===== src/source/cpu_config.svh =====
`ifndef CPU_CONFIG_SVH
`define CPU_CONFIG_SVH

// Datapath word, also the address width
`define WORD_WIDTH 16

// General purpose registers r0..r7
`define REG_COUNT 8

// Instruction memory depth in words
`define IMEM_DEPTH 256

// Data memory depth in words
`define DMEM_DEPTH 256

`endif


===== src/source/ctrlPkg.sv =====
package ctrlPkg;

   // ALU function
   typedef enum logic [2:0] {
      ALU_ADD,
      ALU_SUB,
      ALU_AND,
      ALU_XOR,
      ALU_SLL,
      ALU_PASSB
   } aluOp_t;

   // Source of the register write value
   typedef enum logic [1:0] {
      WB_ALU,
      WB_MEM,
      WB_LINK
   } wbSel_t;

   // Next-PC behaviour
   typedef enum logic [2:0] {
      BR_NONE,
      BR_EQZ,
      BR_NEZ,
      BR_JUMP,
      BR_REG
   } branch_t;

endpackage


===== src/source/isaPkg.sv =====
`include "cpu_config.svh"

package isaPkg;

   // Data word or word address
   typedef logic [`WORD_WIDTH-1:0] word_t;

   // Register index
   localparam int REG_AW = $clog2(`REG_COUNT);
   typedef logic [REG_AW-1:0] regAddr_t;

   // Opcode in bits 15..12
   typedef enum logic [3:0] {
      OP_HALT = 4'd0,
      OP_ADD  = 4'd1,
      OP_SUB  = 4'd2,
      OP_AND  = 4'd3,
      OP_XOR  = 4'd4,
      OP_SLL  = 4'd5,
      OP_ADDI = 4'd6,
      OP_LD   = 4'd7,
      OP_ST   = 4'd8,
      OP_LBI  = 4'd9,
      OP_BEQZ = 4'd10,
      OP_BNEZ = 4'd11,
      OP_J    = 4'd12,
      OP_JAL  = 4'd13,
      OP_JR   = 4'd14,
      OP_ILL  = 4'd15
   } opcode_t;

   // Immediate field widths, all sign-extended
   localparam int IMM6_W  = 6;
   localparam int IMM9_W  = 9;
   localparam int IMM12_W = 12;
   typedef logic [IMM6_W-1:0]  imm6_t;
   typedef logic [IMM9_W-1:0]  imm9_t;
   typedef logic [IMM12_W-1:0] imm12_t;

   // JAL link register
   localparam regAddr_t LINK_REG = regAddr_t'(`REG_COUNT - 1);

   // Stores here go to the output port
   localparam word_t OUT_PORT_ADDR = 16'hFFFF;

endpackage


===== src/source/ctrlIf.sv =====
interface ctrlIf;
   import ctrlPkg::*;

   logic    regWrite;
   aluOp_t  aluOp;
   // Operand B from the immediate instead of rt
   logic    useImm;
   // Low picks imm6, high picks imm9
   logic    immKind;
   logic    memRead;
   logic    memWrite;
   wbSel_t  wbSel;
   branch_t branch;
   logic    halt;
   logic    illegal;

   modport ctrl (
      output regWrite, aluOp, useImm, immKind, memRead, memWrite, wbSel, branch,
      output halt, illegal
   );
   modport dec (input regWrite, useImm, immKind);
   // Execute also needs useImm for the operand B mux
   modport ex  (input aluOp, branch, useImm);
   modport mem (input memRead, memWrite, wbSel);
   modport fet (input halt, illegal);

endinterface


===== src/source/execute.sv =====
module execute (
   ctrlIf.ex             c,
   input  isaPkg::word_t rdData,
   input  isaPkg::word_t rsData,
   input  isaPkg::word_t rtData,
   input  isaPkg::word_t immVal,
   input  isaPkg::word_t pcInc,
   output isaPkg::word_t aluOut,
   output isaPkg::word_t nextPc
);
   import isaPkg::*;
   import ctrlPkg::*;

   word_t opB;
   word_t relTarget;
   logic  rdZero;

   // Operand B, rt for R-type else immediate
   assign opB = c.useImm ? immVal : rtData;

   // ALU, all results wrap at 16 bits
   always_comb
   begin
      case (c.aluOp)
         ALU_ADD:
            aluOut = rsData + opB;
         ALU_SUB:
            aluOut = rsData - opB;
         ALU_AND:
            aluOut = rsData & opB;
         ALU_XOR:
            aluOut = rsData ^ opB;
         // Shift amount from low 4 bits
         ALU_SLL:
            aluOut = rsData << opB[3:0];
         // LBI value
         ALU_PASSB:
            aluOut = opB;
         default:
            aluOut = '0;
      endcase
   end

   // Branch and jump offsets are relative to pc+1
   assign relTarget = pcInc + immVal;
   assign rdZero    = (rdData == '0);

   // Next PC
   always_comb
   begin
      case (c.branch)
         BR_EQZ:
            nextPc = rdZero ? relTarget : pcInc;
         BR_NEZ:
            nextPc = rdZero ? pcInc : relTarget;
         BR_JUMP:
            nextPc = relTarget;
         // JR target held in rd
         BR_REG:
            nextPc = rdData;
         default:
            nextPc = pcInc;
      endcase
   end

endmodule


===== src/flat_wrapper.sv =====
// flat-port wrapper written by rule: the top's interface ports become plain ports
module execute_flat import isaPkg::*; import ctrlPkg::*;
  (rdData, rsData, rtData, immVal, pcInc, aluOut, nextPc, c_aluOp, c_branch, c_useImm);
  ctrlIf c_i ();
  input  isaPkg::word_t rdData;
  input  isaPkg::word_t rsData;
  input  isaPkg::word_t rtData;
  input  isaPkg::word_t immVal;
  input  isaPkg::word_t pcInc;
  output isaPkg::word_t aluOut;
  output isaPkg::word_t nextPc;
  input wire logic [$bits(c_i.aluOp)-1:0] c_aluOp;
  input wire logic [$bits(c_i.branch)-1:0] c_branch;
  input wire logic [$bits(c_i.useImm)-1:0] c_useImm;
  assign c_i.aluOp = c_aluOp;
  assign c_i.branch = c_branch;
  assign c_i.useImm = c_useImm;
  execute u_core (.c(c_i), .rdData(rdData), .rsData(rsData), .rtData(rtData), .immVal(immVal), .pcInc(pcInc), .aluOut(aluOut), .nextPc(nextPc));
endmodule

===== config.mk =====
export PLATFORM = sky130hd
export DESIGN_NAME = execute_flat
export DESIGN_NICKNAME = d
export VERILOG_FILES = /design/src/source/ctrlPkg.sv /design/src/source/isaPkg.sv /design/src/source/ctrlIf.sv /design/src/source/execute.sv /design/src/flat_wrapper.sv
export VERILOG_INCLUDE_DIRS = /design/src /design/src/source
export SDC_FILE = /design/constraint.sdc
export NUM_CORES = 1
export LEC_CHECK = 0
export CELL_PAD_IN_SITES_DETAIL_PLACEMENT = 1
export CELL_PAD_IN_SITES_GLOBAL_PLACEMENT = 1
export CORE_ASPECT_RATIO = 0.5
export CORE_MARGIN = 5
export CORE_UTILIZATION = 44
export DETAILED_ROUTE_END_ITERATION = 6
export DONT_BUFFER_PORTS = 1
export PLACE_DENSITY_LB_ADDON = 0.05
export SLEW_MARGIN = 20
export SYNTH_ARGS = -nofsm -noshare
export SYNTH_HDL_FRONTEND = slang
export SYNTH_SLANG_ARGS = --single-unit

===== constraint.sdc =====
create_clock -name vclk -period 10.7
set_input_delay 1.07 -clock vclk [all_inputs]
set_output_delay 1.07 -clock vclk [all_outputs]
set_load 0.02 [all_outputs]

==> metrics.md <==
| Metric | Value |
|---|---|
| Run status | finished clean |
| CP max stage delay | 0.48 ns |
| Critical path type | input port to primary output |
| Sw power | 156 uW |
| Slowest CP cell | a221oi_1 |
| First-pass DRT Iterations | 4 |
| Layout cell share with drive strength beyond 1 | 4.74% |
| Fin nets | 645 |
| Layout area overhead | 1.59% |
| Largest net degree at the start of global routing | 29 |
| CP Buf/Inv Count | 1 |
| Post-route ant nets | 0 |
| Synth warn | 0 |
| Total Routed Length | 13900 um |
| Internal | 96.8 uW |
| Delay-heaviest family, CP | compound AO/OA/AOI/OAI gates |
| Crit path launch type | input port |
| Final setup fails | 0 |
| Synthesized instance count | 525 |
| Syn nets | 662 |
| Initial core utilization | 45.8% |
| Period utilisation layout | 54.0% |
| Comb pwr share | 100.0% |
| Critical path fanouts, max | 28 |
| Max-slew headroom | 40.4% |
| ANT cells | 0 |
| Final Max Tran Viols | 0 |
| Die width | 140 um |
| Critical Path RT | 9.63 ns |
| Setup bufs post-CTS | 0 |
| Placer Congestion | 0.940 |
| Core Area | 8090 um^2 |
| Max Cap Viol | 0 |
| Register area | 0 um^2 |
| Overflow after GRT | 0 |
| Die ar. | 10500 um^2 |
| Seq/Total Area, Yosys | 0% |
| Rows | 23 |
| Clk_buf instances | 0 |
| Netlist cell types | 61 |
| Pre-CTS setup slack | 4.96 ns |
| Total GRT Usage | 25.6% |
| Highest Clock Rate | 173 MHz |
| Vias per inst | 6.51 |
| Vias in the first global route | 4001 |
| Cts hold-fix bufs | 0 |
| Hold WC Path Type | input port to primary output |
| Setup TNS | 0 ns |
| Synth area leaders | ha_1 (16%), mux2i_1 (15%), xnor2_1 (6.4%) |
| Final Hold Fails | 0 |
| Top cell type's share of synthesized area | 16.2% |
| Filler Cells Inserted | 1069 |
| Switching share of power | 61.7% |
| Most common cell in the netlist | mux2i_1 |
| I/O Buffers | 0 |
| Syn avg cell area | 7.05 um^2 |
| DRC Markers | 0 |
| Synth area leader | ha_1 |
| Commonest cells post-synth | mux2i_1 (55), nand2_1 (53), ha_1 (48) |
| Setup WS post-layout | 4.92 ns |
| Leakage power | 0.00163 uW |
| Post_cts resized | 0 |
| Wire per inst | 22.5 um |
| Least-Margin Pin Slew | 0.891 ns |
| Power per cell area | 67.2 nW/um^2 |
| Critical-path cell list | mux2i_4 > buf_4 > ha_1 > o21ai_1 > or2_1 > or3_1 > o21ai_1 > xnor2_1 > ha_1 > and2_1 > a221oi_1 > o21ai_0 > xnor2_1 > o21ai_1 |
| Final Critical Period | 5.78 ns |
| Antenna violations before repair | 0 |
| RSZ-0062 raised after global routing | false |
| Post-DP HPWL | 11700 um |
| Hold slack | 2.29 ns |
| FFs & Latches | 0 |
| Clk pwr share | 0% |
| Global-route wire length before repair | 22000 um |
| Worst setup EP type | primary output |
| Cell Area, Synth | 3700 um^2 |
| CP dominant cell by count | o21ai_1 |
| Peak VDD IR | 0.0364 mV |
| Power share of the sequential group | 0% |
| Die Ht | 74.9 um |
| Ports | 119 |
| Vias | 4023 |
| Drt first-iter violations | 310 |
| Arrival time at the worst endpoint | 4.71 ns |
| Finished Core Util | 46.5% |
layout make-up:
type / instances / area (um^2) / share of cell area, %
well taps: 112 / 140 / 3.72
inverters: 27 / 101 / 2.69
repair buffers: 3 / 22.5 / 0.599
multi-input cells: 476 / 3500 / 93.0
power by group through the flow:
stage	logic [uW]	clock network, uW	registers (uW)
3_3_place_gp	247	0	0
2_1_floorplan	207	0	0
4_1_cts	252	0	0
3_5_place_dp	250	0	0
5_1_grt	279	0	0
6_report	253	0	0
cells by family after synthesis:
| logic type | count (synthesis) | share of synthesized area, % |
|---|---|---|
| simple gates | 143 | 18.3 |
| compound gates | 181 | 31.6 |
| fa+ha+maj | 50 | 17.3 |
| xor+xnor | 38 | 8.99 |
| mux | 64 | 18.3 |
| buf+inv | 49 | 5.54 |
placed cells by master (no fill, tap or decap), drive strengths merged, types with 4 or more instances in the layout:
| cell type | n |
|---|---|
| a21oi | 40 |
| o21a | 8 |
| nor4 | 5 |
| mux2 | 4 |
| o221ai | 8 |
| a221oi | 4 |
| inv | 27 |
| nand4 | 4 |
| o211ai | 4 |
| ha | 48 |
| nand3 | 6 |
| nand2 | 53 |
| xnor2 | 27 |
| o21ai | 43 |
| nor2b | 5 |
| xor2 | 11 |
| nor2 | 33 |
| a31oi | 14 |
| and2 | 6 |
| or2 | 4 |
| nand2b | 5 |
| mux2i | 60 |
| nor3 | 11 |
| a211oi | 11 |
| a21o | 7 |
| o31ai | 4 |
| o22ai | 15 |
path summary, 6_finish.rpt:
kind / cells after the start / slack (ns) / startpoint / endpoint
max: 14 / 4.92 / c_useImm / aluOut[13]
min: 1 / 2.29 / c_branch[2] / nextPc[6]
per-layer routing:
| metal | vias up | global-route usage [%] | wire length [um] |
|---|---|---|---|
| met5 | - | 0 | 0 |
| met4 | 0 | 1.72 | 78 |
| met3 | 8 | 5.14 | 1280 |
| met2 | 137 | 43.9 | 6080 |
| met1 | 1919 | 35.3 | 6490 |
| li1 | 1959 | - | - |
per-stage QoR:
step	power (uW)	instances	instance area, um^2
finish	253	618	3760
global route	279	618	3760
CTS	252	618	3760
detailed placement	250	618	3760
global placement	247	618	3760
floorplan	207	525	3700
Power figures use the tool's default switching activity.
