--- src/source/cpu_config.svh ---
`ifndef CPU_CONFIG_SVH
`define CPU_CONFIG_SVH

// Datapath word, also the address width
`define WORD_WIDTH 16

// General purpose registers r0..r7
`define REG_COUNT 8

// Instruction memory depth in words
`define IMEM_DEPTH 256

// Data memory depth in words
`define DMEM_DEPTH 256

`endif

--- src/source/ctrlPkg.sv ---
package ctrlPkg;

   // ALU function
   typedef enum logic [2:0] {
      ALU_ADD,
      ALU_SUB,
      ALU_AND,
      ALU_XOR,
      ALU_SLL,
      ALU_PASSB
   } aluOp_t;

   // Source of the register write value
   typedef enum logic [1:0] {
      WB_ALU,
      WB_MEM,
      WB_LINK
   } wbSel_t;

   // Next-PC behaviour
   typedef enum logic [2:0] {
      BR_NONE,
      BR_EQZ,
      BR_NEZ,
      BR_JUMP,
      BR_REG
   } branch_t;

endpackage

--- src/source/isaPkg.sv ---
`include "cpu_config.svh"

package isaPkg;

   // Data word or word address
   typedef logic [`WORD_WIDTH-1:0] word_t;

   // Register index
   localparam int REG_AW = $clog2(`REG_COUNT);
   typedef logic [REG_AW-1:0] regAddr_t;

   // Opcode in bits 15..12
   typedef enum logic [3:0] {
      OP_HALT = 4'd0,
      OP_ADD  = 4'd1,
      OP_SUB  = 4'd2,
      OP_AND  = 4'd3,
      OP_XOR  = 4'd4,
      OP_SLL  = 4'd5,
      OP_ADDI = 4'd6,
      OP_LD   = 4'd7,
      OP_ST   = 4'd8,
      OP_LBI  = 4'd9,
      OP_BEQZ = 4'd10,
      OP_BNEZ = 4'd11,
      OP_J    = 4'd12,
      OP_JAL  = 4'd13,
      OP_JR   = 4'd14,
      OP_ILL  = 4'd15
   } opcode_t;

   // Immediate field widths, all sign-extended
   localparam int IMM6_W  = 6;
   localparam int IMM9_W  = 9;
   localparam int IMM12_W = 12;
   typedef logic [IMM6_W-1:0]  imm6_t;
   typedef logic [IMM9_W-1:0]  imm9_t;
   typedef logic [IMM12_W-1:0] imm12_t;

   // JAL link register
   localparam regAddr_t LINK_REG = regAddr_t'(`REG_COUNT - 1);

   // Stores here go to the output port
   localparam word_t OUT_PORT_ADDR = 16'hFFFF;

endpackage

--- src/source/ctrlIf.sv ---
interface ctrlIf;
   import ctrlPkg::*;

   logic    regWrite;
   aluOp_t  aluOp;
   // Operand B from the immediate instead of rt
   logic    useImm;
   // Low picks imm6, high picks imm9
   logic    immKind;
   logic    memRead;
   logic    memWrite;
   wbSel_t  wbSel;
   branch_t branch;
   logic    halt;
   logic    illegal;

   modport ctrl (
      output regWrite, aluOp, useImm, immKind, memRead, memWrite, wbSel, branch,
      output halt, illegal
   );
   modport dec (input regWrite, useImm, immKind);
   // Execute also needs useImm for the operand B mux
   modport ex  (input aluOp, branch, useImm);
   modport mem (input memRead, memWrite, wbSel);
   modport fet (input halt, illegal);

endinterface

--- src/source/memory.sv ---
`include "cpu_config.svh"

module memory (
   input  logic          clk,
   input  logic          rst,
   ctrlIf.mem            c,
   input  isaPkg::word_t aluOut,
   input  isaPkg::word_t rdData,
   input  isaPkg::word_t pcInc,
   output isaPkg::word_t writeData,
   output logic          outValid,
   output isaPkg::word_t outData
);
   import isaPkg::*;
   import ctrlPkg::*;

   localparam int DMEM_AW = $clog2(`DMEM_DEPTH);

   word_t dmem [`DMEM_DEPTH];
   word_t loadData;
   logic  toPort;

   // Word addressed by the low bits
   assign toPort   = (aluOut == OUT_PORT_ADDR);
   assign loadData = c.memRead ? dmem[aluOut[DMEM_AW-1:0]] : '0;

   // Port stores bypass the array
   always_ff @(posedge clk)
   begin
      if (!rst && c.memWrite && !toPort)
         dmem[aluOut[DMEM_AW-1:0]] <= rdData;
   end

   // One-cycle strobe per port store
   always_ff @(posedge clk)
   begin
      if (rst)
         outValid <= 1'b0;
      else
         outValid <= c.memWrite && toPort;
   end

   // Last word stored to the port
   always_ff @(posedge clk)
   begin
      if (c.memWrite && toPort)
         outData <= rdData;
   end

   // Write-back select
   always_comb
   begin
      case (c.wbSel)
         WB_MEM:
            writeData = loadData;
         WB_LINK:
            writeData = pcInc;
         default:
            writeData = aluOut;
      endcase
   end

endmodule

--- src/flat_wrapper.sv ---
// flat-port wrapper written by rule: the top's interface ports become plain ports
module memory_flat import isaPkg::*; import ctrlPkg::*;
  (clk, rst, aluOut, rdData, pcInc, writeData, outValid, outData, c_memRead, c_memWrite, c_wbSel);
  ctrlIf c_i ();
  input  logic clk;
  input  logic rst;
  input  isaPkg::word_t aluOut;
  input  isaPkg::word_t rdData;
  input  isaPkg::word_t pcInc;
  output isaPkg::word_t writeData;
  output logic outValid;
  output isaPkg::word_t outData;
  input wire logic [$bits(c_i.memRead)-1:0] c_memRead;
  input wire logic [$bits(c_i.memWrite)-1:0] c_memWrite;
  input wire logic [$bits(c_i.wbSel)-1:0] c_wbSel;
  assign c_i.memRead = c_memRead;
  assign c_i.memWrite = c_memWrite;
  assign c_i.wbSel = c_wbSel;
  memory u_core (.clk(clk), .rst(rst), .c(c_i), .aluOut(aluOut), .rdData(rdData), .pcInc(pcInc), .writeData(writeData), .outValid(outValid), .outData(outData));
endmodule
--- config.mk ---
export PLATFORM = sky130hd
export DESIGN_NAME = memory_flat
export DESIGN_NICKNAME = d
export VERILOG_FILES = /design/src/source/ctrlPkg.sv /design/src/source/isaPkg.sv /design/src/source/ctrlIf.sv /design/src/source/memory.sv /design/src/flat_wrapper.sv
export VERILOG_INCLUDE_DIRS = /design/src /design/src/source
export SDC_FILE = /design/constraint.sdc
export NUM_CORES = 2
export LEC_CHECK = 0
export BUFFER_PORTS_ARGS = -buffer_cell sky130_fd_sc_hd__buf_2
export CAP_MARGIN = 15
export CELL_PAD_IN_SITES_DETAIL_PLACEMENT = 1
export CELL_PAD_IN_SITES_GLOBAL_PLACEMENT = 1
export CORE_ASPECT_RATIO = 0.9
export CORE_UTILIZATION = 40
export CTS_BUF_LIST = sky130_fd_sc_hd__clkbuf_4 sky130_fd_sc_hd__clkbuf_8
export DETAILED_ROUTE_END_ITERATION = 10
export GPL_TIMING_DRIVEN = 0
export PLACE_DENSITY_LB_ADDON = 0.1
export SLEW_MARGIN = 20
export SYNTH_ARGS = -nofsm -noshare
export SYNTH_HDL_FRONTEND = slang
export SYNTH_SLANG_ARGS = --single-unit
export TNS_END_PERCENT = 5
--- constraint.sdc ---
create_clock -name clk -period 3.5 [get_ports clk]
set_clock_uncertainty 0.15 [all_clocks]
set_input_delay 0.7 -clock clk [delete_from_list [all_inputs] [get_ports clk]]
set_output_delay 0.7 -clock clk [all_outputs]
set_load 0.01 [all_outputs]
==> reports/qor.yml <==
synth_area_sq_um: 158000
grt_overflow: 0
h-tree-depth: 6
syn_nets: 7377
cts_tree: "built"
wl_microns: 548000
finalWorstSetupSlack_ps: -2280
min_path_cells: 2
cts.clk_slew.worst_paths_ps: 60
grt_pass1_vias: 84748
setup_violations: 964
start_kind: "register"
place_inst: 12828
hold_viol_final: 0
fin_crit_sh_pct: 165
first_iter_violations: 10259
max-slew-margin-rel_pct: 15.8
worst_ep_arrival_time_ps: 4930
synth_seq_area_share_pct: 78.4
vias_per_cell: 5.93
synth_area_leaders: "edfxtp_1 (78%), mux4_2 (12%), mux2i_1 (3.1%)"
critical_path_buf_inv_count: 1
hpwl_microns: 377000
vias: 83425
p_leak_nw: 59.2
violations: "negative setup slack"
synth_edf_count: 4112
dpl_cell_area_sq_um: 170000
dpl_worst_slack_ps: -4370
crit_path_frequent_cell: "a221oi_4"
synth.distinct_cells: 51
clock_sinks: 4113
slew_violations: 0
final_nets: 8433
min_path_type: "in -> reg"
die_area_sq_um: 397000
worst_pin_slew_ps: 1230
drc: 0
finalSetupTns_ps: -107610
drv_cap: 0
ant_nets: 0
critical_path_required_ps: 2650
power.density_nw_per_um2: 548
critPathCaptureType: "output pin"
die_x_microns: 664
postSynthAreaPerCell_sq_um: 21.5
period_needed_ps: 5780
yosysTopAreaCell: "edfxtp_1"
yosysWarnings: 0
crit_family: "compound AO/OA/AOI/OAI gates"
final_cell_mix: "edfxtp_1 (4,112), mux4_2 (812), clkbuf_8 (694)"
path_cells: "mux4_2 -> a22o_1 -> a221oi_4 -> a31o_4 -> nand4_1 -> a221oi_4 -> o311ai_4 -> buf_2"
cpPeakStageDelay_ps: 730
syn_inst: 7321
place.gp.congestion: 0.969
fp-row-count: 218
critPathKind: "reg -> out"
cts_inserted_buffers: 679
final_common_cell: "edfxtp_1"
first_pass_iters: 6
finalInstanceArea_sq_um: 186000
core_area_sq_um: 392000
grt_util_all_layers_pct: 27.3
grt_pass1_wl_microns: 733000
root_buffer: "clkbuf_8"
ys_ff_latch: 4113
whs_ps: 221
ios: 87
rsz0062_at_grt: "yes"
async_flop_share_pct: 0
synth_ff_type: "edfxtp_1"
cts.path.max_buffers: 4
yosysTopAreaCellShare_pct: 78.3
layout-drive-gt1-share_pct: 34.3
port_buffers: 83
power_mw: 102
outcome: "complete, but fails checks"
holdPathEnd: "u_core.dmem[193][7]"
grt_antenna_before_repair: 45
post-route-util_pct: 47.5
hold_start: "rdData[7]"
crit_slowest_cell: "a221oi_4"
grt_max_degree: 118
syn2layout_area_growth_pct: 18.1
ir_worst_vdd_v: 0.000361
fmax_ghz: 0.173
final_cells: 14070
start_util_pct: 40.2
crit_fanout: 1
chipHeight_microns: 598
wl_per_cell_microns: 38.9
## cells by family (layout without fill, tap and decap cells)
family | after synthesis | count (layout) | synth area share (%)
AOI/OAI and AO/OA | 642 | 642 | 3.12
adders and majority gates | 2 | 2 | 0.0159
buffers and inverters | 436 | 1993 | 1.32
DFF | 4113 | 4113 | 78.4
muxes | 1321 | 1321 | 14.9
other | 0 | 22 | 0
and+or+nand+nor | 807 | 807 | 2.33
## flip-flops by register name (all words and copies together) (netlist names)
signal / flops
u_core.outData: 16
u_core.dmem: 4096
u_core.outValid: 1
## power by group
part / switching (mW) / internal, mW / total (mW) / leakage [nW]
sequential: 0.0130 / 54.3 / 54.3 / 37.0
clock: 19.8 / 21.6 / 41.5 / 6.82
combinational: 4.34 / 1.92 / 6.27 / 15.4
total: 24.2 / 77.8 / 102 / 59.2
## worst max-delay path by stage
stage / cells past startpoint / end / from
2_1_floorplan: 10 / u_core.dmem[198][0] / aluOut[1]
3_3_place_gp: 9 / u_core.dmem[151][12] / aluOut[1]
3_5_place_dp: 12 / writeData[3] / aluOut[1]
4_1_cts: 8 / writeData[15] / u_core.dmem[47][15]
5_1_grt: 8 / writeData[0] / u_core.dmem[44][0]
6_report: 8 / writeData[15] / u_core.dmem[47][15]
## layout make-up
type,instances,area [sq um]
Multi-Input combinational cell,2772,35000
Inverter,4,18.8
Fill cell,35290,206000
Buffer,429,3340
Clock buffer,917,11200
Clock inverter,265,1700
Timing Repair Buffer,378,4900
Sequential cell,4113,123000
Antenna cell,22,55.1
Tap cell,5170,6470
## cell usage after synthesis, types with 19 or more instances
cell type  number
buf_4          33
clkbuf_1      180
o22ai_1        31
nand4_1        47
a221oi_1      107
nor2b_1        43
mux4_2        812
nor2_1        291
a21oi_1        82
a22oi_1       223
nor3_1         22
buf_2         165
mux2_2         28
mux2i_1       481
nor3b_1        19
a22o_1         65
buf_1          37
nand2_1       196
edfxtp_1     4112
nand3_1       134
## routing by layer
metal  wire, microns  vias to the layer above  global-route usage, %
met5               0                        -                      0
met4           24400                        0                   10.9
met3           44700                      904                   5.72
met2          248000                     3678                   41.7
met1          231000                    45638                   38.4
li1                -                    33205                      -
## repair_timing
| item | in CTS | in global routing |
|---|---|---|
| endpoints found under the hold margin | 1637 | 0 |
| setup buffers | 4 | 20 |
| endpoints found under the setup margin | 4107 | 2477 |
| gates resized for setup | 576 | 128 |
| hold buffers | 17 | 0 |
| pin swaps | 63 | 47 |
(Power assumes the default switching activity.)
