[src/source/cpu_config.svh]
`ifndef CPU_CONFIG_SVH
`define CPU_CONFIG_SVH

// Datapath word, also the address width
`define WORD_WIDTH 16

// General purpose registers r0..r7
`define REG_COUNT 8

// Instruction memory depth in words
`define IMEM_DEPTH 256

// Data memory depth in words
`define DMEM_DEPTH 256

`endif

[src/source/ctrlPkg.sv]
package ctrlPkg;

   // ALU function
   typedef enum logic [2:0] {
      ALU_ADD,
      ALU_SUB,
      ALU_AND,
      ALU_XOR,
      ALU_SLL,
      ALU_PASSB
   } aluOp_t;

   // Source of the register write value
   typedef enum logic [1:0] {
      WB_ALU,
      WB_MEM,
      WB_LINK
   } wbSel_t;

   // Next-PC behaviour
   typedef enum logic [2:0] {
      BR_NONE,
      BR_EQZ,
      BR_NEZ,
      BR_JUMP,
      BR_REG
   } branch_t;

endpackage

[src/source/isaPkg.sv]
`include "cpu_config.svh"

package isaPkg;

   // Data word or word address
   typedef logic [`WORD_WIDTH-1:0] word_t;

   // Register index
   localparam int REG_AW = $clog2(`REG_COUNT);
   typedef logic [REG_AW-1:0] regAddr_t;

   // Opcode in bits 15..12
   typedef enum logic [3:0] {
      OP_HALT = 4'd0,
      OP_ADD  = 4'd1,
      OP_SUB  = 4'd2,
      OP_AND  = 4'd3,
      OP_XOR  = 4'd4,
      OP_SLL  = 4'd5,
      OP_ADDI = 4'd6,
      OP_LD   = 4'd7,
      OP_ST   = 4'd8,
      OP_LBI  = 4'd9,
      OP_BEQZ = 4'd10,
      OP_BNEZ = 4'd11,
      OP_J    = 4'd12,
      OP_JAL  = 4'd13,
      OP_JR   = 4'd14,
      OP_ILL  = 4'd15
   } opcode_t;

   // Immediate field widths, all sign-extended
   localparam int IMM6_W  = 6;
   localparam int IMM9_W  = 9;
   localparam int IMM12_W = 12;
   typedef logic [IMM6_W-1:0]  imm6_t;
   typedef logic [IMM9_W-1:0]  imm9_t;
   typedef logic [IMM12_W-1:0] imm12_t;

   // JAL link register
   localparam regAddr_t LINK_REG = regAddr_t'(`REG_COUNT - 1);

   // Stores here go to the output port
   localparam word_t OUT_PORT_ADDR = 16'hFFFF;

endpackage

[src/source/ctrlIf.sv]
interface ctrlIf;
   import ctrlPkg::*;

   logic    regWrite;
   aluOp_t  aluOp;
   // Operand B from the immediate instead of rt
   logic    useImm;
   // Low picks imm6, high picks imm9
   logic    immKind;
   logic    memRead;
   logic    memWrite;
   wbSel_t  wbSel;
   branch_t branch;
   logic    halt;
   logic    illegal;

   modport ctrl (
      output regWrite, aluOp, useImm, immKind, memRead, memWrite, wbSel, branch,
      output halt, illegal
   );
   modport dec (input regWrite, useImm, immKind);
   // Execute also needs useImm for the operand B mux
   modport ex  (input aluOp, branch, useImm);
   modport mem (input memRead, memWrite, wbSel);
   modport fet (input halt, illegal);

endinterface

[src/source/fetch.sv]
`include "cpu_config.svh"

module fetch (
   input  logic          clk,
   input  logic          rst,
   ctrlIf.fet            c,
   input  isaPkg::word_t nextPc,
   input  logic          imemWrEn,
   input  isaPkg::word_t imemAddr,
   input  isaPkg::word_t imemData,
   output isaPkg::word_t instr,
   output isaPkg::word_t pcInc,
   output logic          halted,
   output logic          err
);
   import isaPkg::*;

   localparam int IMEM_AW = $clog2(`IMEM_DEPTH);

   word_t pc;
   word_t imem [`IMEM_DEPTH];

   // Program load port, open only during reset
   always_ff @(posedge clk)
   begin
      if (rst && imemWrEn)
         imem[imemAddr[IMEM_AW-1:0]] <= imemData;
   end

   // PC freezes on the halting edge
   always_ff @(posedge clk)
   begin
      if (rst)
      begin
         pc     <= '0;
         halted <= 1'b0;
         err    <= 1'b0;
      end
      else
      begin
         if (!c.halt)
            pc <= nextPc;
         halted <= halted | c.halt;
         err    <= err | c.illegal;
      end
   end

   // Once halted, feed HALT so later cycles do nothing
   assign instr = halted ? word_t'({OP_HALT, {(`WORD_WIDTH-4){1'b0}}})
                         : imem[pc[IMEM_AW-1:0]];
   assign pcInc = pc + word_t'(1);

endmodule

[src/flat_wrapper.sv]
// flat-port wrapper written by rule: the top's interface ports become plain ports
module fetch_flat import isaPkg::*;
  (clk, rst, nextPc, imemWrEn, imemAddr, imemData, instr, pcInc, halted, err, c_halt, c_illegal);
  ctrlIf c_i ();
  input  logic clk;
  input  logic rst;
  input  isaPkg::word_t nextPc;
  input  logic imemWrEn;
  input  isaPkg::word_t imemAddr;
  input  isaPkg::word_t imemData;
  output isaPkg::word_t instr;
  output isaPkg::word_t pcInc;
  output logic halted;
  output logic err;
  input wire logic [$bits(c_i.halt)-1:0] c_halt;
  input wire logic [$bits(c_i.illegal)-1:0] c_illegal;
  assign c_i.halt = c_halt;
  assign c_i.illegal = c_illegal;
  fetch u_core (.clk(clk), .rst(rst), .c(c_i), .nextPc(nextPc), .imemWrEn(imemWrEn), .imemAddr(imemAddr), .imemData(imemData), .instr(instr), .pcInc(pcInc), .halted(halted), .err(err));
endmodule
[config.mk]
export PLATFORM = sky130hd
export DESIGN_NAME = fetch_flat
export DESIGN_NICKNAME = d
export VERILOG_FILES = /design/src/source/ctrlPkg.sv /design/src/source/isaPkg.sv /design/src/source/ctrlIf.sv /design/src/source/fetch.sv /design/src/flat_wrapper.sv
export VERILOG_INCLUDE_DIRS = /design/src /design/src/source
export SDC_FILE = /design/constraint.sdc
export NUM_CORES = 2
export LEC_CHECK = 0
export BUFFER_PORTS_ARGS = -buffer_cell sky130_fd_sc_hd__clkbuf_2
export CAP_MARGIN = 20
export CELL_PAD_IN_SITES_DETAIL_PLACEMENT = 1
export CELL_PAD_IN_SITES_GLOBAL_PLACEMENT = 1
export CORE_ASPECT_RATIO = 0.8
export CORE_MARGIN = 2
export CORE_UTILIZATION = 49
export DETAILED_ROUTE_END_ITERATION = 10
export GPL_ROUTABILITY_DRIVEN = 1
export PLACE_DENSITY_LB_ADDON = 0.08
export SYNTH_ARGS = -nofsm -noshare
export SYNTH_HDL_FRONTEND = slang
export SYNTH_SLANG_ARGS = --single-unit
[constraint.sdc]
create_clock -name clk -period 5.04 [get_ports clk]
set_clock_uncertainty 0.05 [all_clocks]
set_input_delay 0.504 -clock clk [delete_from_list [all_inputs] [get_ports clk]]
set_output_delay 0.504 -clock clk [all_outputs]
set_load 0.02 [all_outputs]
==> results.toml <==
[drt]
ant_nets = 0
wire_per_inst_um = 37.4
via_count = 81700
drc = 0
post_drt_via_cell_ratio = 6.42
drtIter0Drc = 11300
drt_pass1_iterations = 6
wirelength_um = 477000

[sta]
max_slew.worst_pin.slew_ps = 1410
fin_crit_sh = 0.992
rsz0062_at_grt = "true"
report.final.slew_viol_count = 0
setup_viol = 0
clock.fmax_mhz = 200
tns_ps = 0
hold_viol = 0
period_needed_ps = 5000
slew_headroom = 0.0631

[pwr]
combPwrFrac = 0.059
pwr-share-clk = 0.417
p_leak_uw = 0.0566
p_sw_uw = 15600
cellInternalPower_uw = 56400
powerDensity_nw_per_um2 = 392
peakVddDrop_mv = 0.307
swShare = 0.217
sequentialPowerShare = 0.525

[floorplan]
ios = 87
fp.dieW_um = 643
die_h_um = 515
core_um2 = 325000
start_util = 0.493
num_rows = 187
die-area_um2 = 331000

[cts]
clk_path_buf_depth = 4
htreeDepth = 5
path_clk_slew_ps = 60
numCtsBuffers = 408
cts-root-buf = "clkbuf_16"
cts_tree = "built"
cts_sinks = 4122
clk_latency_ps = 890

[yosys]
muxShareOfSynthArea = 0.158
synth_nets = 7367
synth_top_family_by_area = "multiplexers"
synth_area_per_cell_um2 = 21.9
synthDistinctLibCells = 74
ys_async_sr_fraction = 0
synth_xor_area_frac = 0.000767
synth_compound_area_frac = 0.0273
netlist_area_um2 = 160000
synthFlopType = "edfxtp_1"
synth_fa_ha_area_frac = 0.0000782
ys.warnings.count = 0
synth_edf_count = 4096
ys_seq_area_frac = 0.772
synth_seq_cells = 4122
synth-simple-area-share = 0.0210
synth_cells = 7313

[place]
hpwl_um = 288000
io_buffers = 78
place.gp.congestion = 0.858
placed_area_um2 = 169000

[finish]
final_cell_area_um2 = 184000
nFillCells = 27400
nets = 8104
area_growth_pct = 14.8
layout-drive-gt1-share = 0.286

[global_route]
overflow = 0
grt_pass1_vias = 81900
grt_max_degree = 163
grt_util_all_layers = 0.286
grt_pass1_wl_um = 662000
grt_antenna_before_repair = 31

[run]
cap_violations = 0

[hold_path]
hp-class = "in2reg"

[setup_path]
start_kind = "flip-flop"
cp.required_ps = 4490
path_class = "reg2out"
critPathArrivalTime_ps = 4450
endpoint_kind = "output pin"
crit_fanout = 35

[run_status]
status = "completed"
-- synthesized netlist by cell type (9+ instances only) --
master,instances,area [µm²]
or3_1,13,81.3
nand4_1,24,150
buf_4,44,330
a211oi_1,32,240
mux4_1,73,1920
clkbuf_1,145,544
a31oi_1,14,87.6
buf_8,36,541
o221ai_1,151,1320
dfxtp_1,26,521
buf_2,94,470
nor2b_1,22,138
buf_6,58,653
edfxtp_1,4096,123000
nor2_1,393,1480
mux2i_1,455,4550
a21oi_1,81,405
mux4_2,835,18800
o31ai_1,20,150
nand3_1,75,375
a22oi_1,13,97.6
nand2_1,85,319
buf_1,20,75.1
nor3_1,64,320
and2_1,12,75.1
o22ai_1,157,982
xnor2_1,10,87.6
o41ai_1,10,87.6
o22a_1,9,78.8
nor4_1,24,150
o21ai_0,86,430
buf_12,26,521
-- through the flow --
stage	power, µW	std cells	hold WS (ps)	setup WS (ps)	utilization
6_report	72000	12700	31.8	40.1	0.566
5_1_grt	73700	12700	43.5	-40.4	0.566
3_3_place_gp	42400	11900	399	-392	0.519
2_1_floorplan	40500	7313	435	1880	-
4_1_cts	72400	12700	4.73	-6.99	0.564
3_5_place_dp	42500	11900	422	-302	0.519
-- critical path: stages (launching register included) --
cell	delay, ps
dfxtp_4	590
buf_12	180
buf_4	490
o221ai_1	330
nor3_1	870
nor3_1	210
nand4_1	150
nand4b_1	120
buf_4	200
o31ai_2	130
clkbuf_4	210
-- routing by layer --
metal / up-vias / track usage / wire length (µm)
met5: - / 0 / 69
met1: 44900 / 0.438 / 206000
met2: 3794 / 0.424 / 214000
met4: 10 / 0.0683 / 12000
met3: 573 / 0.0619 / 44600
li1: 32500 / - / -
-- worst paths after layout --
path | start | endpoint | slack (ps) | cells past startpoint
worst max-delay path | flip-flop | instr[8] | 40 | 10
worst min-delay path | imemData[4] | u_core.imem[165][4] | 30 | 1
worst max register to register | u_core.pc[9] | u_core.pc[9] | 3730 | 3
worst min register to register | u_core.pc[15] | u_core.pc[15] | 510 | 2
-- registers in the layout, summed over array words and instances, names as in the netlist, named ones only --
register,cells
u_core.err,1
u_core.halted,1
u_core.pc,16
u_core.imem,4096
-- area by class of cell --
class                   count  area, µm²  area share
inverters                   8       42.5    0.000232
clock inverters           237       2160      0.0118
diodes                      9       22.5    0.000123
flip-flops and latches   4122     124000       0.673
well taps                4347       5440      0.0296
repair buffers            759       7430      0.0405
multi-input cells        2751      34200       0.186
clock buffers             500      10800      0.0586
-- cell families (layout without fill, tap and decap cells) --
family,count (synthesis),after routing
DFF,4122,4122
muxes,1363,1363
and+or+nand+nor,747,748
AOI/OAI and AO/OA,625,625
buffers and inverters,441,1504
xor gates and xnor gates,14,14
adders and majority gates,1,1
other,0,9
-- layout by cell type, fill, tap and decap left out, types with 24 or more instances in the layout --
cell and count:
edfxtp_1 4096, mux4_2 837, buf_4 515, mux2i_1 454, clkbuf_16 420, nor2_1 255, o221ai_1 145, o22ai_1 143
nor2_2 137, clkinv_1 98, o21ai_0 84, nand2_1 82, clkbuf_1 81, a21oi_1 78, clkinv_2 77, mux4_1 71
buf_12 71, nand3_1 61, clkbuf_2 59, nor3_1 57, bufinv_16 39, buf_8 32, dlygate4sd3_1 31, nand4_1 24
-- power groups by stage --
stage / Sequential [µW] / Combinational [µW] / Clock (µW)
floorplan: 38500 / 2050 / 0
global placement: 38500 / 3870 / 0
detailed placement: 38500 / 3950 / 0
CTS: 37800 / 4190 / 30400
global route: 37800 / 4410 / 31600
finish: 37800 / 4230 / 30000
-- timing repair --
| item | in CTS | in global routing |
|---|---|---|
| pin swaps | 14 | 5 |
| hold buffers | 31 | 0 |
| gates cloned | 10 | 3 |
| endpoints found under the hold margin | 175 | 0 |
| setup buffers | 30 | 5 |
| resized for setup | 137 | 42 |
| setup endpoints to repair | 16 | 11 |
(Power assumes the default switching activity.)
