[src/source/cpu_config.svh]
`ifndef CPU_CONFIG_SVH
`define CPU_CONFIG_SVH

// Datapath word, also the address width
`define WORD_WIDTH 16

// General purpose registers r0..r7
`define REG_COUNT 8

// Instruction memory depth in words
`define IMEM_DEPTH 256

// Data memory depth in words
`define DMEM_DEPTH 256

`endif

[src/source/ctrlPkg.sv]
package ctrlPkg;

   // ALU function
   typedef enum logic [2:0] {
      ALU_ADD,
      ALU_SUB,
      ALU_AND,
      ALU_XOR,
      ALU_SLL,
      ALU_PASSB
   } aluOp_t;

   // Source of the register write value
   typedef enum logic [1:0] {
      WB_ALU,
      WB_MEM,
      WB_LINK
   } wbSel_t;

   // Next-PC behaviour
   typedef enum logic [2:0] {
      BR_NONE,
      BR_EQZ,
      BR_NEZ,
      BR_JUMP,
      BR_REG
   } branch_t;

endpackage

[src/source/isaPkg.sv]
`include "cpu_config.svh"

package isaPkg;

   // Data word or word address
   typedef logic [`WORD_WIDTH-1:0] word_t;

   // Register index
   localparam int REG_AW = $clog2(`REG_COUNT);
   typedef logic [REG_AW-1:0] regAddr_t;

   // Opcode in bits 15..12
   typedef enum logic [3:0] {
      OP_HALT = 4'd0,
      OP_ADD  = 4'd1,
      OP_SUB  = 4'd2,
      OP_AND  = 4'd3,
      OP_XOR  = 4'd4,
      OP_SLL  = 4'd5,
      OP_ADDI = 4'd6,
      OP_LD   = 4'd7,
      OP_ST   = 4'd8,
      OP_LBI  = 4'd9,
      OP_BEQZ = 4'd10,
      OP_BNEZ = 4'd11,
      OP_J    = 4'd12,
      OP_JAL  = 4'd13,
      OP_JR   = 4'd14,
      OP_ILL  = 4'd15
   } opcode_t;

   // Immediate field widths, all sign-extended
   localparam int IMM6_W  = 6;
   localparam int IMM9_W  = 9;
   localparam int IMM12_W = 12;
   typedef logic [IMM6_W-1:0]  imm6_t;
   typedef logic [IMM9_W-1:0]  imm9_t;
   typedef logic [IMM12_W-1:0] imm12_t;

   // JAL link register
   localparam regAddr_t LINK_REG = regAddr_t'(`REG_COUNT - 1);

   // Stores here go to the output port
   localparam word_t OUT_PORT_ADDR = 16'hFFFF;

endpackage

[src/source/ctrlIf.sv]
interface ctrlIf;
   import ctrlPkg::*;

   logic    regWrite;
   aluOp_t  aluOp;
   // Operand B from the immediate instead of rt
   logic    useImm;
   // Low picks imm6, high picks imm9
   logic    immKind;
   logic    memRead;
   logic    memWrite;
   wbSel_t  wbSel;
   branch_t branch;
   logic    halt;
   logic    illegal;

   modport ctrl (
      output regWrite, aluOp, useImm, immKind, memRead, memWrite, wbSel, branch,
      output halt, illegal
   );
   modport dec (input regWrite, useImm, immKind);
   // Execute also needs useImm for the operand B mux
   modport ex  (input aluOp, branch, useImm);
   modport mem (input memRead, memWrite, wbSel);
   modport fet (input halt, illegal);

endinterface

[src/source/decode.sv]
`include "cpu_config.svh"

module decode (
   input  logic          clk,
   input  logic          rst,
   ctrlIf.dec            c,
   input  isaPkg::word_t instr,
   input  isaPkg::word_t writeData,
   output isaPkg::word_t rdData,
   output isaPkg::word_t rsData,
   output isaPkg::word_t rtData,
   output isaPkg::word_t immVal
);
   import isaPkg::*;

   opcode_t  op;
   regAddr_t rdAddr;
   regAddr_t rsAddr;
   regAddr_t rtAddr;
   regAddr_t destAddr;
   imm6_t    imm6;
   imm9_t    imm9;
   imm12_t   imm12;
   word_t    regs [`REG_COUNT];

   // Instruction fields
   assign op     = opcode_t'(instr[15:12]);
   assign rdAddr = instr[11:9];
   assign rsAddr = instr[8:6];
   assign rtAddr = instr[5:3];
   assign imm6   = instr[IMM6_W-1:0];
   assign imm9   = instr[IMM9_W-1:0];
   assign imm12  = instr[IMM12_W-1:0];

   // JAL links into r7
   assign destAddr = (op == OP_JAL) ? LINK_REG : rdAddr;

   always_ff @(posedge clk)
   begin
      if (rst)
      begin
         for (int i = 0; i < `REG_COUNT; i++)
            regs[i] <= '0;
      end
      else if (c.regWrite)
         regs[destAddr] <= writeData;
   end

   // Asynchronous reads
   assign rdData = regs[rdAddr];
   assign rsData = regs[rsAddr];
   assign rtData = regs[rtAddr];

   // Sign extension with imm12 for J and JAL only
   always_comb
   begin
      if (op == OP_J || op == OP_JAL)
         immVal = {{(`WORD_WIDTH-IMM12_W){imm12[IMM12_W-1]}}, imm12};
      else if (c.immKind)
         immVal = {{(`WORD_WIDTH-IMM9_W){imm9[IMM9_W-1]}}, imm9};
      else
         immVal = {{(`WORD_WIDTH-IMM6_W){imm6[IMM6_W-1]}}, imm6};
   end

endmodule

[src/flat_wrapper.sv]
// flat-port wrapper written by rule: the top's interface ports become plain ports
module decode_flat import isaPkg::*;
  (clk, rst, instr, writeData, rdData, rsData, rtData, immVal, c_regWrite, c_useImm, c_immKind);
  ctrlIf c_i ();
  input  logic clk;
  input  logic rst;
  input  isaPkg::word_t instr;
  input  isaPkg::word_t writeData;
  output isaPkg::word_t rdData;
  output isaPkg::word_t rsData;
  output isaPkg::word_t rtData;
  output isaPkg::word_t immVal;
  input wire logic [$bits(c_i.regWrite)-1:0] c_regWrite;
  input wire logic [$bits(c_i.useImm)-1:0] c_useImm;
  input wire logic [$bits(c_i.immKind)-1:0] c_immKind;
  assign c_i.regWrite = c_regWrite;
  assign c_i.useImm = c_useImm;
  assign c_i.immKind = c_immKind;
  decode u_core (.clk(clk), .rst(rst), .c(c_i), .instr(instr), .writeData(writeData), .rdData(rdData), .rsData(rsData), .rtData(rtData), .immVal(immVal));
endmodule
[config.mk]
export PLATFORM = sky130hd
export DESIGN_NAME = decode_flat
export DESIGN_NICKNAME = d
export VERILOG_FILES = /design/src/source/ctrlPkg.sv /design/src/source/isaPkg.sv /design/src/source/ctrlIf.sv /design/src/source/decode.sv /design/src/flat_wrapper.sv
export VERILOG_INCLUDE_DIRS = /design/src /design/src/source
export SDC_FILE = /design/constraint.sdc
export NUM_CORES = 1
export LEC_CHECK = 0
export ABC_AREA = 0
export BUFFER_PORTS_ARGS = -buffer_cell sky130_fd_sc_hd__buf_2
export CAP_MARGIN = 25
export CORE_UTILIZATION = 64
export CTS_CLUSTER_SIZE = 14
export DETAILED_ROUTE_END_ITERATION = 6
export GPL_ROUTABILITY_DRIVEN = 0
export PLACE_DENSITY_LB_ADDON = 0.08
export RECOVER_POWER = 50
export SLEW_MARGIN = 20
export SYNTH_ARGS = -nofsm -noshare
export SYNTH_HDL_FRONTEND = slang
export SYNTH_SLANG_ARGS = --single-unit
[constraint.sdc]
create_clock -name clk -period 10.1 [get_ports clk]
set_input_delay 2.02 -clock clk [delete_from_list [all_inputs] [get_ports clk]]
set_output_delay 2.02 -clock clk [all_outputs]
set_load 0.02 [all_outputs]
==> results.json <==
{
  "postLayoutCellArea_mm2": 0.00900,
  "critPathBufInv": 3,
  "ys_async_sr_fraction": 0,
  "drt-total-wl_um": 20900,
  "h-tree-depth": 4,
  "cts_tree": "yes",
  "max_cap_violations": 1,
  "rsz0062_at_grt": "no",
  "grt_use_total": 0.339,
  "hpwl_um": 12100,
  "slew_headroom": -1.19,
  "fin_crit_ns": 7.55,
  "syn_avg_cell_area_um2": 14.7,
  "p_leak_uw": 0.00328,
  "clock_path_buffers": 2,
  "ant_nets": 0,
  "worstPathArrival_ns": 5.53,
  "slowest_delay_ns": 2.32,
  "grt_max_degree": 43,
  "drive_above_1_share": 0.339,
  "path_clk_slew_ns": 0.05,
  "fillers": 767,
  "required_ns": 8.08,
  "routed-via-count": 5639,
  "nNetsFinal": 654,
  "grt_pass1_vias": 5430,
  "fin_setup_tns_ns": 0,
  "post_drt_wl_per_cell_um": 26.3,
  "ys_ff_latch": 128,
  "synthFlopType": "edfxtp_1",
  "finalMaxSlewViolations": 41,
  "cp_max_fo": 40,
  "first_iter_violations": 646,
  "hold_class": "in2reg",
  "start_util": 0.663,
  "core-area_mm2": 0.0121,
  "ir_drop_mv": 0.129,
  "cpMostUsedCell": "buf_2",
  "ios": 101,
  "end_kind": "output port",
  "start_kind": "primary input",
  "synth_warnings": 0,
  "largest-register": "u_core.regs",
  "cts_root_buf": "clkbuf_16",
  "violations": "capacitance limit, slew limit",
  "syn2layout_area_growth_pct": 12.1,
  "synthCells": 546,
  "worst_path_max_delay_cell": "clkbuf_1",
  "utilization": 0.743,
  "die_y_um": 114,
  "cts_resized": 0,
  "status": "finished with violations",
  "synth_area_mm2": 0.00803,
  "cts_setup_buffers": 0,
  "numPortBuffers": 93,
  "dr.pass1.iters": 5,
  "worst-path-stages": 6,
  "vias_per_cell": 7.08,
  "diodes": 0,
  "path_class": "in2out",
  "yosysTopAreaCell": "edfxtp_1",
  "dieArea_mm2": 0.0130,
  "synth.distinct_cells": 34,
  "ys_seq_area_frac": 0.479,
  "final.period_utilization": 0.748,
  "grt_pass1_wl_um": 31000,
  "worstMarginPinSlew_ns": 3.29,
  "place_area_mm2": 0.00839,
  "largestRegisters": "u_core.regs x128",
  "whs_path_depth": 3,
  "largest_reg_flops": 128,
  "cts.sinks": 128,
  "p_per_area_mw_per_mm2": 166,
  "cts_made_buffers": 17,
  "synth_top_area_frac": 0.479,
  "hold_buffers": 0,
  "path_cells": "buf_2 -> clkbuf_1 -> mux4_2 -> nand2b_1 -> nand2_1 -> buf_2",
  "post-route-drc-count": 0,
  "synth_edf_count": 128,
  "die_w_um": 114,
  "report.final.hold_viol_count": 0,
  "fmax_ghz": 0.132,
  "overflow": 0,
  "ys_top_cells_by_area": "edfxtp_1 48%, mux4_1 14%, mux4_2 14%",
  "setup_viol": 0,
  "critPathTopFamily": "buffers and inverters",
  "core.rowCount": 40,
  "synth_nets": 583,
  "antenna_found_initial": 0
}
==> final timing paths <==
| kind | startpoint | to | slack [ns] |
|---|---|---|---|
| setup / recovery | instr[9] | rdData[11] | 2.55 |
| hold / removal | writeData[9] | u_core.regs[4][9] | 2.07 |
==> synthesized netlist by cell type (5+ instances only) <==
master / number
nand2b_1: 18
nor2_1: 82
buf_2: 16
mux4_1: 44
clkbuf_1: 13
mux4_2: 50
nand2_1: 53
edfxtp_1: 128
mux2_2: 32
buf_4: 11
clkbuf_8: 5
nor3_1: 48
o21ai_0: 6
buf_6: 10
==> layout make-up <==
| type | count | area (um2) | area share |
|---|---|---|---|
| flip-flops and latches | 128 | 3840 | 0.427 |
| inverters | 3 | 11.3 | 0.00125 |
| clock buffers | 20 | 437 | 0.0485 |
| multi-input cells | 358 | 3780 | 0.420 |
| clock inverters | 11 | 97.6 | 0.0108 |
| repair buffers | 109 | 627 | 0.0696 |
| well taps | 168 | 210 | 0.0233 |
==> logic make-up after synthesis <==
family	count (synthesis)	share of synthesized area
buffers and inverters	60	0.0513
AO/OA/AOI/OAI	16	0.0146
flip-flops	128	0.479
AND/OR/NAND/NOR	213	0.119
multiplexers	129	0.337
==> cells in the final DEF (no fill, tap or decap), types with 2 or more instances in the layout <==
| cell | n |
|---|---|
| edfxtp_1 | 128 |
| buf_2 | 93 |
| nor2_1 | 82 |
| nand2_1 | 53 |
| mux4_2 | 50 |
| nor3_1 | 48 |
| mux4_1 | 44 |
| mux2_2 | 32 |
| nand2b_1 | 18 |
| clkbuf_16 | 17 |
| clkbuf_1 | 9 |
| clkinv_1 | 6 |
| buf_4 | 5 |
| o21ai_0 | 3 |
| inv_1 | 3 |
| nand3_1 | 3 |
| a41o_1 | 3 |
| clkinv_2 | 3 |
| nand3b_1 | 2 |
| o21a_1 | 2 |
| mux4_4 | 2 |
| o21ai_1 | 2 |
| bufinv_16 | 2 |
| buf_16 | 2 |
==> routing by layer <==
metal / up-vias / global-route usage / share of wire
met5: - / 0 / 0
met4: 0 / 0.151 / 0.021
met3: 45 / 0.0685 / 0.087
met2: 395 / 0.563 / 0.52
met1: 2867 / 0.437 / 0.37
li1: 2332 / - / -
==> where the power goes <==
part	switching, uW	internal (uW)
Clock	210	354
Sequential	26.3	624
Combinational	154	124
Total	390	1100
==> stage by stage <==
stage | hold slack [ns] | instances | setup WS (ns) | power, uW
after CTS | 2.06 | 790 | 4.02 | 1480
after global placement | 2.47 | 759 | 4.07 | 922
final | 2.07 | 797 | 2.55 | 1490
after global routing | 2.10 | 797 | 2.23 | 1530
after floorplan | 2.34 | 546 | 4.39 | 852
after detailed placement | 2.48 | 759 | 4.03 | 931
==> worst min-delay path, stage by stage <==
cell and delay (ns):
buf_2 0.08, nand2_1 0.15, nor2_1 0.12
(Power assumes the default switching activity.)
