**config.mk**
```make
export PLATFORM = sky130hd
export DESIGN_NAME = control_flat
export DESIGN_NICKNAME = d
export VERILOG_FILES = /design/src/source/ctrlPkg.sv /design/src/source/isaPkg.sv /design/src/source/ctrlIf.sv /design/src/source/control.sv /design/src/flat_wrapper.sv
export VERILOG_INCLUDE_DIRS = /design/src /design/src/source
export SDC_FILE = /design/constraint.sdc
export NUM_CORES = 1
export LEC_CHECK = 0
export ABC_CLOCK_PERIOD_IN_PS = 1300
export BUFFER_PORTS_ARGS = -buffer_cell sky130_fd_sc_hd__buf_2
export CORE_AREA = 8 8 45 47
export DETAILED_ROUTE_END_ITERATION = 16
export DIE_AREA = 0 0 53 55
export GPL_TIMING_DRIVEN = 0
export PLACE_DENSITY_LB_ADDON = 0.3
export SYNTH_ARGS = -nofsm -noshare
export SYNTH_HDL_FRONTEND = slang
export SYNTH_SLANG_ARGS = --single-unit
```
**constraint.sdc**
```tcl
create_clock -name vclk -period 1.3
set_clock_uncertainty 0.2 [all_clocks]
set_input_delay 0.13 -clock vclk [all_inputs]
set_output_delay 0.13 -clock vclk [all_outputs]
set_load 0.02 [all_outputs]
```
**src/source/cpu_config.svh**
```systemverilog
`ifndef CPU_CONFIG_SVH
`define CPU_CONFIG_SVH

// Datapath word, also the address width
`define WORD_WIDTH 16

// General purpose registers r0..r7
`define REG_COUNT 8

// Instruction memory depth in words
`define IMEM_DEPTH 256

// Data memory depth in words
`define DMEM_DEPTH 256

`endif

```
**src/source/ctrlPkg.sv**
```systemverilog
package ctrlPkg;

   // ALU function
   typedef enum logic [2:0] {
      ALU_ADD,
      ALU_SUB,
      ALU_AND,
      ALU_XOR,
      ALU_SLL,
      ALU_PASSB
   } aluOp_t;

   // Source of the register write value
   typedef enum logic [1:0] {
      WB_ALU,
      WB_MEM,
      WB_LINK
   } wbSel_t;

   // Next-PC behaviour
   typedef enum logic [2:0] {
      BR_NONE,
      BR_EQZ,
      BR_NEZ,
      BR_JUMP,
      BR_REG
   } branch_t;

endpackage

```
**src/source/isaPkg.sv**
```systemverilog
`include "cpu_config.svh"

package isaPkg;

   // Data word or word address
   typedef logic [`WORD_WIDTH-1:0] word_t;

   // Register index
   localparam int REG_AW = $clog2(`REG_COUNT);
   typedef logic [REG_AW-1:0] regAddr_t;

   // Opcode in bits 15..12
   typedef enum logic [3:0] {
      OP_HALT = 4'd0,
      OP_ADD  = 4'd1,
      OP_SUB  = 4'd2,
      OP_AND  = 4'd3,
      OP_XOR  = 4'd4,
      OP_SLL  = 4'd5,
      OP_ADDI = 4'd6,
      OP_LD   = 4'd7,
      OP_ST   = 4'd8,
      OP_LBI  = 4'd9,
      OP_BEQZ = 4'd10,
      OP_BNEZ = 4'd11,
      OP_J    = 4'd12,
      OP_JAL  = 4'd13,
      OP_JR   = 4'd14,
      OP_ILL  = 4'd15
   } opcode_t;

   // Immediate field widths, all sign-extended
   localparam int IMM6_W  = 6;
   localparam int IMM9_W  = 9;
   localparam int IMM12_W = 12;
   typedef logic [IMM6_W-1:0]  imm6_t;
   typedef logic [IMM9_W-1:0]  imm9_t;
   typedef logic [IMM12_W-1:0] imm12_t;

   // JAL link register
   localparam regAddr_t LINK_REG = regAddr_t'(`REG_COUNT - 1);

   // Stores here go to the output port
   localparam word_t OUT_PORT_ADDR = 16'hFFFF;

endpackage

```
**src/source/ctrlIf.sv**
```systemverilog
interface ctrlIf;
   import ctrlPkg::*;

   logic    regWrite;
   aluOp_t  aluOp;
   // Operand B from the immediate instead of rt
   logic    useImm;
   // Low picks imm6, high picks imm9
   logic    immKind;
   logic    memRead;
   logic    memWrite;
   wbSel_t  wbSel;
   branch_t branch;
   logic    halt;
   logic    illegal;

   modport ctrl (
      output regWrite, aluOp, useImm, immKind, memRead, memWrite, wbSel, branch,
      output halt, illegal
   );
   modport dec (input regWrite, useImm, immKind);
   // Execute also needs useImm for the operand B mux
   modport ex  (input aluOp, branch, useImm);
   modport mem (input memRead, memWrite, wbSel);
   modport fet (input halt, illegal);

endinterface

```
**src/source/control.sv**
```systemverilog
module control (
   input isaPkg::word_t instr,
   ctrlIf.ctrl          c
);
   import isaPkg::*;
   import ctrlPkg::*;

   opcode_t op;

   // Opcode field
   assign op = opcode_t'(instr[15:12]);

   always_comb
   begin
      // Inert defaults, nothing written
      c.regWrite = 1'b0;
      c.aluOp    = ALU_ADD;
      c.useImm   = 1'b0;
      c.immKind  = 1'b0;
      c.memRead  = 1'b0;
      c.memWrite = 1'b0;
      c.wbSel    = WB_ALU;
      c.branch   = BR_NONE;
      c.halt     = 1'b0;
      c.illegal  = 1'b0;
      case (op)
         // R-type group
         OP_ADD:
         begin
            c.regWrite = 1'b1;
         end
         OP_SUB:
         begin
            c.regWrite = 1'b1;
            c.aluOp    = ALU_SUB;
         end
         OP_AND:
         begin
            c.regWrite = 1'b1;
            c.aluOp    = ALU_AND;
         end
         OP_XOR:
         begin
            c.regWrite = 1'b1;
            c.aluOp    = ALU_XOR;
         end
         OP_SLL:
         begin
            c.regWrite = 1'b1;
            c.aluOp    = ALU_SLL;
         end
         // rs + imm6
         OP_ADDI:
         begin
            c.regWrite = 1'b1;
            c.useImm   = 1'b1;
         end
         // Address rs + imm6, load data back to rd
         OP_LD:
         begin
            c.regWrite = 1'b1;
            c.useImm   = 1'b1;
            c.memRead  = 1'b1;
            c.wbSel    = WB_MEM;
         end
         OP_ST:
         begin
            c.useImm   = 1'b1;
            c.memWrite = 1'b1;
         end
         // imm9 straight through the ALU
         OP_LBI:
         begin
            c.regWrite = 1'b1;
            c.useImm   = 1'b1;
            c.immKind  = 1'b1;
            c.aluOp    = ALU_PASSB;
         end
         OP_BEQZ:
         begin
            c.immKind = 1'b1;
            c.branch  = BR_EQZ;
         end
         OP_BNEZ:
         begin
            c.immKind = 1'b1;
            c.branch  = BR_NEZ;
         end
         OP_J:
         begin
            c.branch = BR_JUMP;
         end
         // Link value is pcInc
         OP_JAL:
         begin
            c.regWrite = 1'b1;
            c.wbSel    = WB_LINK;
            c.branch   = BR_JUMP;
         end
         OP_JR:
         begin
            c.branch = BR_REG;
         end
         OP_HALT:
         begin
            c.halt = 1'b1;
         end
         // OP_ILL, halts with error
         default:
         begin
            c.halt    = 1'b1;
            c.illegal = 1'b1;
         end
      endcase
   end

endmodule

```
**src/flat_wrapper.sv**
```systemverilog
// flat-port wrapper written by rule: the top's interface ports become plain ports
module control_flat import isaPkg::*; import ctrlPkg::*;
  (instr, c_regWrite, c_aluOp, c_useImm, c_immKind, c_memRead, c_memWrite, c_wbSel, c_branch, c_halt, c_illegal);
  ctrlIf c_i ();
  input isaPkg::word_t instr;
  output wire logic [$bits(c_i.regWrite)-1:0] c_regWrite;
  output wire logic [$bits(c_i.aluOp)-1:0] c_aluOp;
  output wire logic [$bits(c_i.useImm)-1:0] c_useImm;
  output wire logic [$bits(c_i.immKind)-1:0] c_immKind;
  output wire logic [$bits(c_i.memRead)-1:0] c_memRead;
  output wire logic [$bits(c_i.memWrite)-1:0] c_memWrite;
  output wire logic [$bits(c_i.wbSel)-1:0] c_wbSel;
  output wire logic [$bits(c_i.branch)-1:0] c_branch;
  output wire logic [$bits(c_i.halt)-1:0] c_halt;
  output wire logic [$bits(c_i.illegal)-1:0] c_illegal;
  assign c_regWrite = c_i.regWrite;
  assign c_aluOp = c_i.aluOp;
  assign c_useImm = c_i.useImm;
  assign c_immKind = c_i.immKind;
  assign c_memRead = c_i.memRead;
  assign c_memWrite = c_i.memWrite;
  assign c_wbSel = c_i.wbSel;
  assign c_branch = c_i.branch;
  assign c_halt = c_i.halt;
  assign c_illegal = c_i.illegal;
  control u_core (.instr(instr), .c(c_i));
endmodule
```
==> impl_metrics.env <==
export IMPL_antenna_diode_count=0
export IMPL_overflow=0
export IMPL_syn_nets=47
export IMPL_dp_cells=64
export IMPL_power_density_nw_per_um2=357
export IMPL_drtIter0Drc=0
export IMPL_drc_errors=0
export IMPL_worst_pin_slew_ns=0.197
export IMPL_crit_fanout=4
export IMPL_firstDrtPassIters=1
export IMPL_hold_path_end="c_branch[2]"
export IMPL_synth_area_um2=205
export IMPL_fillers=163
export IMPL_track_usage=0.0490
export IMPL_layout_cells_non_filler=65
export IMPL_synth_area_per_cell_um2=6.62
export IMPL_total_leakage_power_nw=0.179
export IMPL_globalplace_congestion=0.642
export IMPL_cp_arrival_ns=0.96
export IMPL_total_power_mw=0.133
export IMPL_viasPerCell=4.25
export IMPL_slew_headroom=0.869
export IMPL_fin_area_um2=374
export IMPL_max_freq_ghz=0.776
export IMPL_ctsHoldBuffers=0
export IMPL_slew_violations=0
export IMPL_yosys_warnings=0
export IMPL_vias=276
export IMPL_start_util=0.148
export IMPL_ant_nets=0
export IMPL_nClkBuffers=0
export IMPL_place_area_um2=314
export IMPL_required_ns=0.97
export IMPL_finalSetupViolations=0
export IMPL_dp_hpwl_um=596
export IMPL_die_area_um2=2920
export IMPL_ir_drop_uv=82.5
export IMPL_drive_gt1_frac=0.531
export IMPL_hold_class="input pin to output pin"
export IMPL_hold_depth=3
export IMPL_max_cap_violations=0
export IMPL_numPortBuffers=17
export IMPL_die_x_um=53
export IMPL_fp_dieH_um=55
export IMPL_status="completed"
export IMPL_fp_coreArea_um2=1380
export IMPL_row_count=14
export IMPL_end_kind="output pin"
export IMPL_crit_type="input pin to output pin"
export IMPL_grt_setup_unrepaired="true"
export IMPL_antenna_found_initial=0
export IMPL_grt_start_max_net_pins=11
export IMPL_grt_pass1_wl_um=1190
export IMPL_layout_common_cells="10 x buf_2, 7 x nor2_1, 6 x buf_4"
export IMPL_synth_distinct_cells=18
export IMPL_area_growth_pct=82.3
export IMPL_grt_pass1_vias=284
export IMPL_design_seq_count=0
export IMPL_regArea_um2=0
export IMPL_post_drt_wl_per_cell_um=11.2
export IMPL_hold_path_startpoint="instr[12]"
export IMPL_setup_worst_path_start_class="input pin"
export IMPL_io_pins=31
export IMPL_min_period_ns=1.29
export IMPL_synthCells=31
export IMPL_hold_viol=0
export IMPL_totalWireLength_um=728
export IMPL_final_nets=67
export IMPL_seq_area_frac_synth=0
export IMPL_period_share=0.991
export IMPL_layout_commonest_cell="buf_2"
## cell families after synthesis
| logic type | count (synthesis) | share of synthesized area |
|---|---|---|
| xor gates and xnor gates | 1 | 0.0427 |
| muxes | 1 | 0.0488 |
| buffers and inverters | 3 | 0.146 |
| and+or+nand+nor | 19 | 0.531 |
| AOI/OAI and AO/OA | 7 | 0.232 |
## Yosys cell counts, types with 2 or more instances
library cell,n,area share
a21boi_0,2,0.073
nand2b_1,3,0.091
nand2_1,2,0.037
nor2_1,7,0.13
buf_6,2,0.11
or3b_1,2,0.085
a21oi_1,2,0.049
## worst max-delay path by stage
stage / startpoint / endpoint / slack, ns / cells past startpoint
floorplan: instr[12] / c_branch[0] / -0.002 / 3
detailed placement: instr[13] / c_aluOp[0] / -0.06 / 5
CTS: instr[14] / c_halt / -0.0003 / 4
global route: instr[13] / c_halt / -0.008 / 4
finish: instr[13] / c_halt / 0.01 / 4
global placement: instr[13] / c_aluOp[0] / -0.04 / 5
## routing by layer
metal / share of wire / global-route usage
met5: 0 / 0
met4: 0 / 0
met3: 0.038 / 0.00802
met2: 0.59 / 0.104
met1: 0.37 / 0.0513
## critical path, cell delays in order
cell	delay, ns
buf_8	0.10
or4_4	0.52
o21ai_2	0.08
buf_6	0.13
## where the power goes
group          switching, mW  total [mW]  internal, mW
logic                 0.0725       0.133        0.0609
clock network              0           0             0
registers                  0           0             0
total                 0.0725       0.133        0.0609
## final cells by class
class / instances / area (um2) / area share
multi-input combinational: 28 / 190 / 0.508
buffer: 3 / 42.5 / 0.114
tap: 16 / 20.0 / 0.0535
timing repair buffer: 18 / 121 / 0.324
## what timing repair did
item | CTS | global route
buffers inserted | 1 | 0
endpoints found under the setup margin | 5 | 7
gates cloned | 0 | 0
pin swaps | 1 | 1
resized for setup | 10 | 5
## through the flow
stage / TNS (ns) / hold slack, ns / util / worst slack [ns]
floorplan: -0.00218 / 0.102 / - / -0.00218
global placement: -0.105 / 0.368 / 0.227 / -0.0439
detailed placement: -0.125 / 0.367 / 0.227 / -0.0558
CTS: -0.000277 / 0.372 / 0.259 / -0.000277
global route: -0.00834 / 0.398 / 0.270 / -0.00834
finish: 0 / 0.371 / 0.270 / 0.0122
Note: power is estimated with default switching activity, not from simulation.
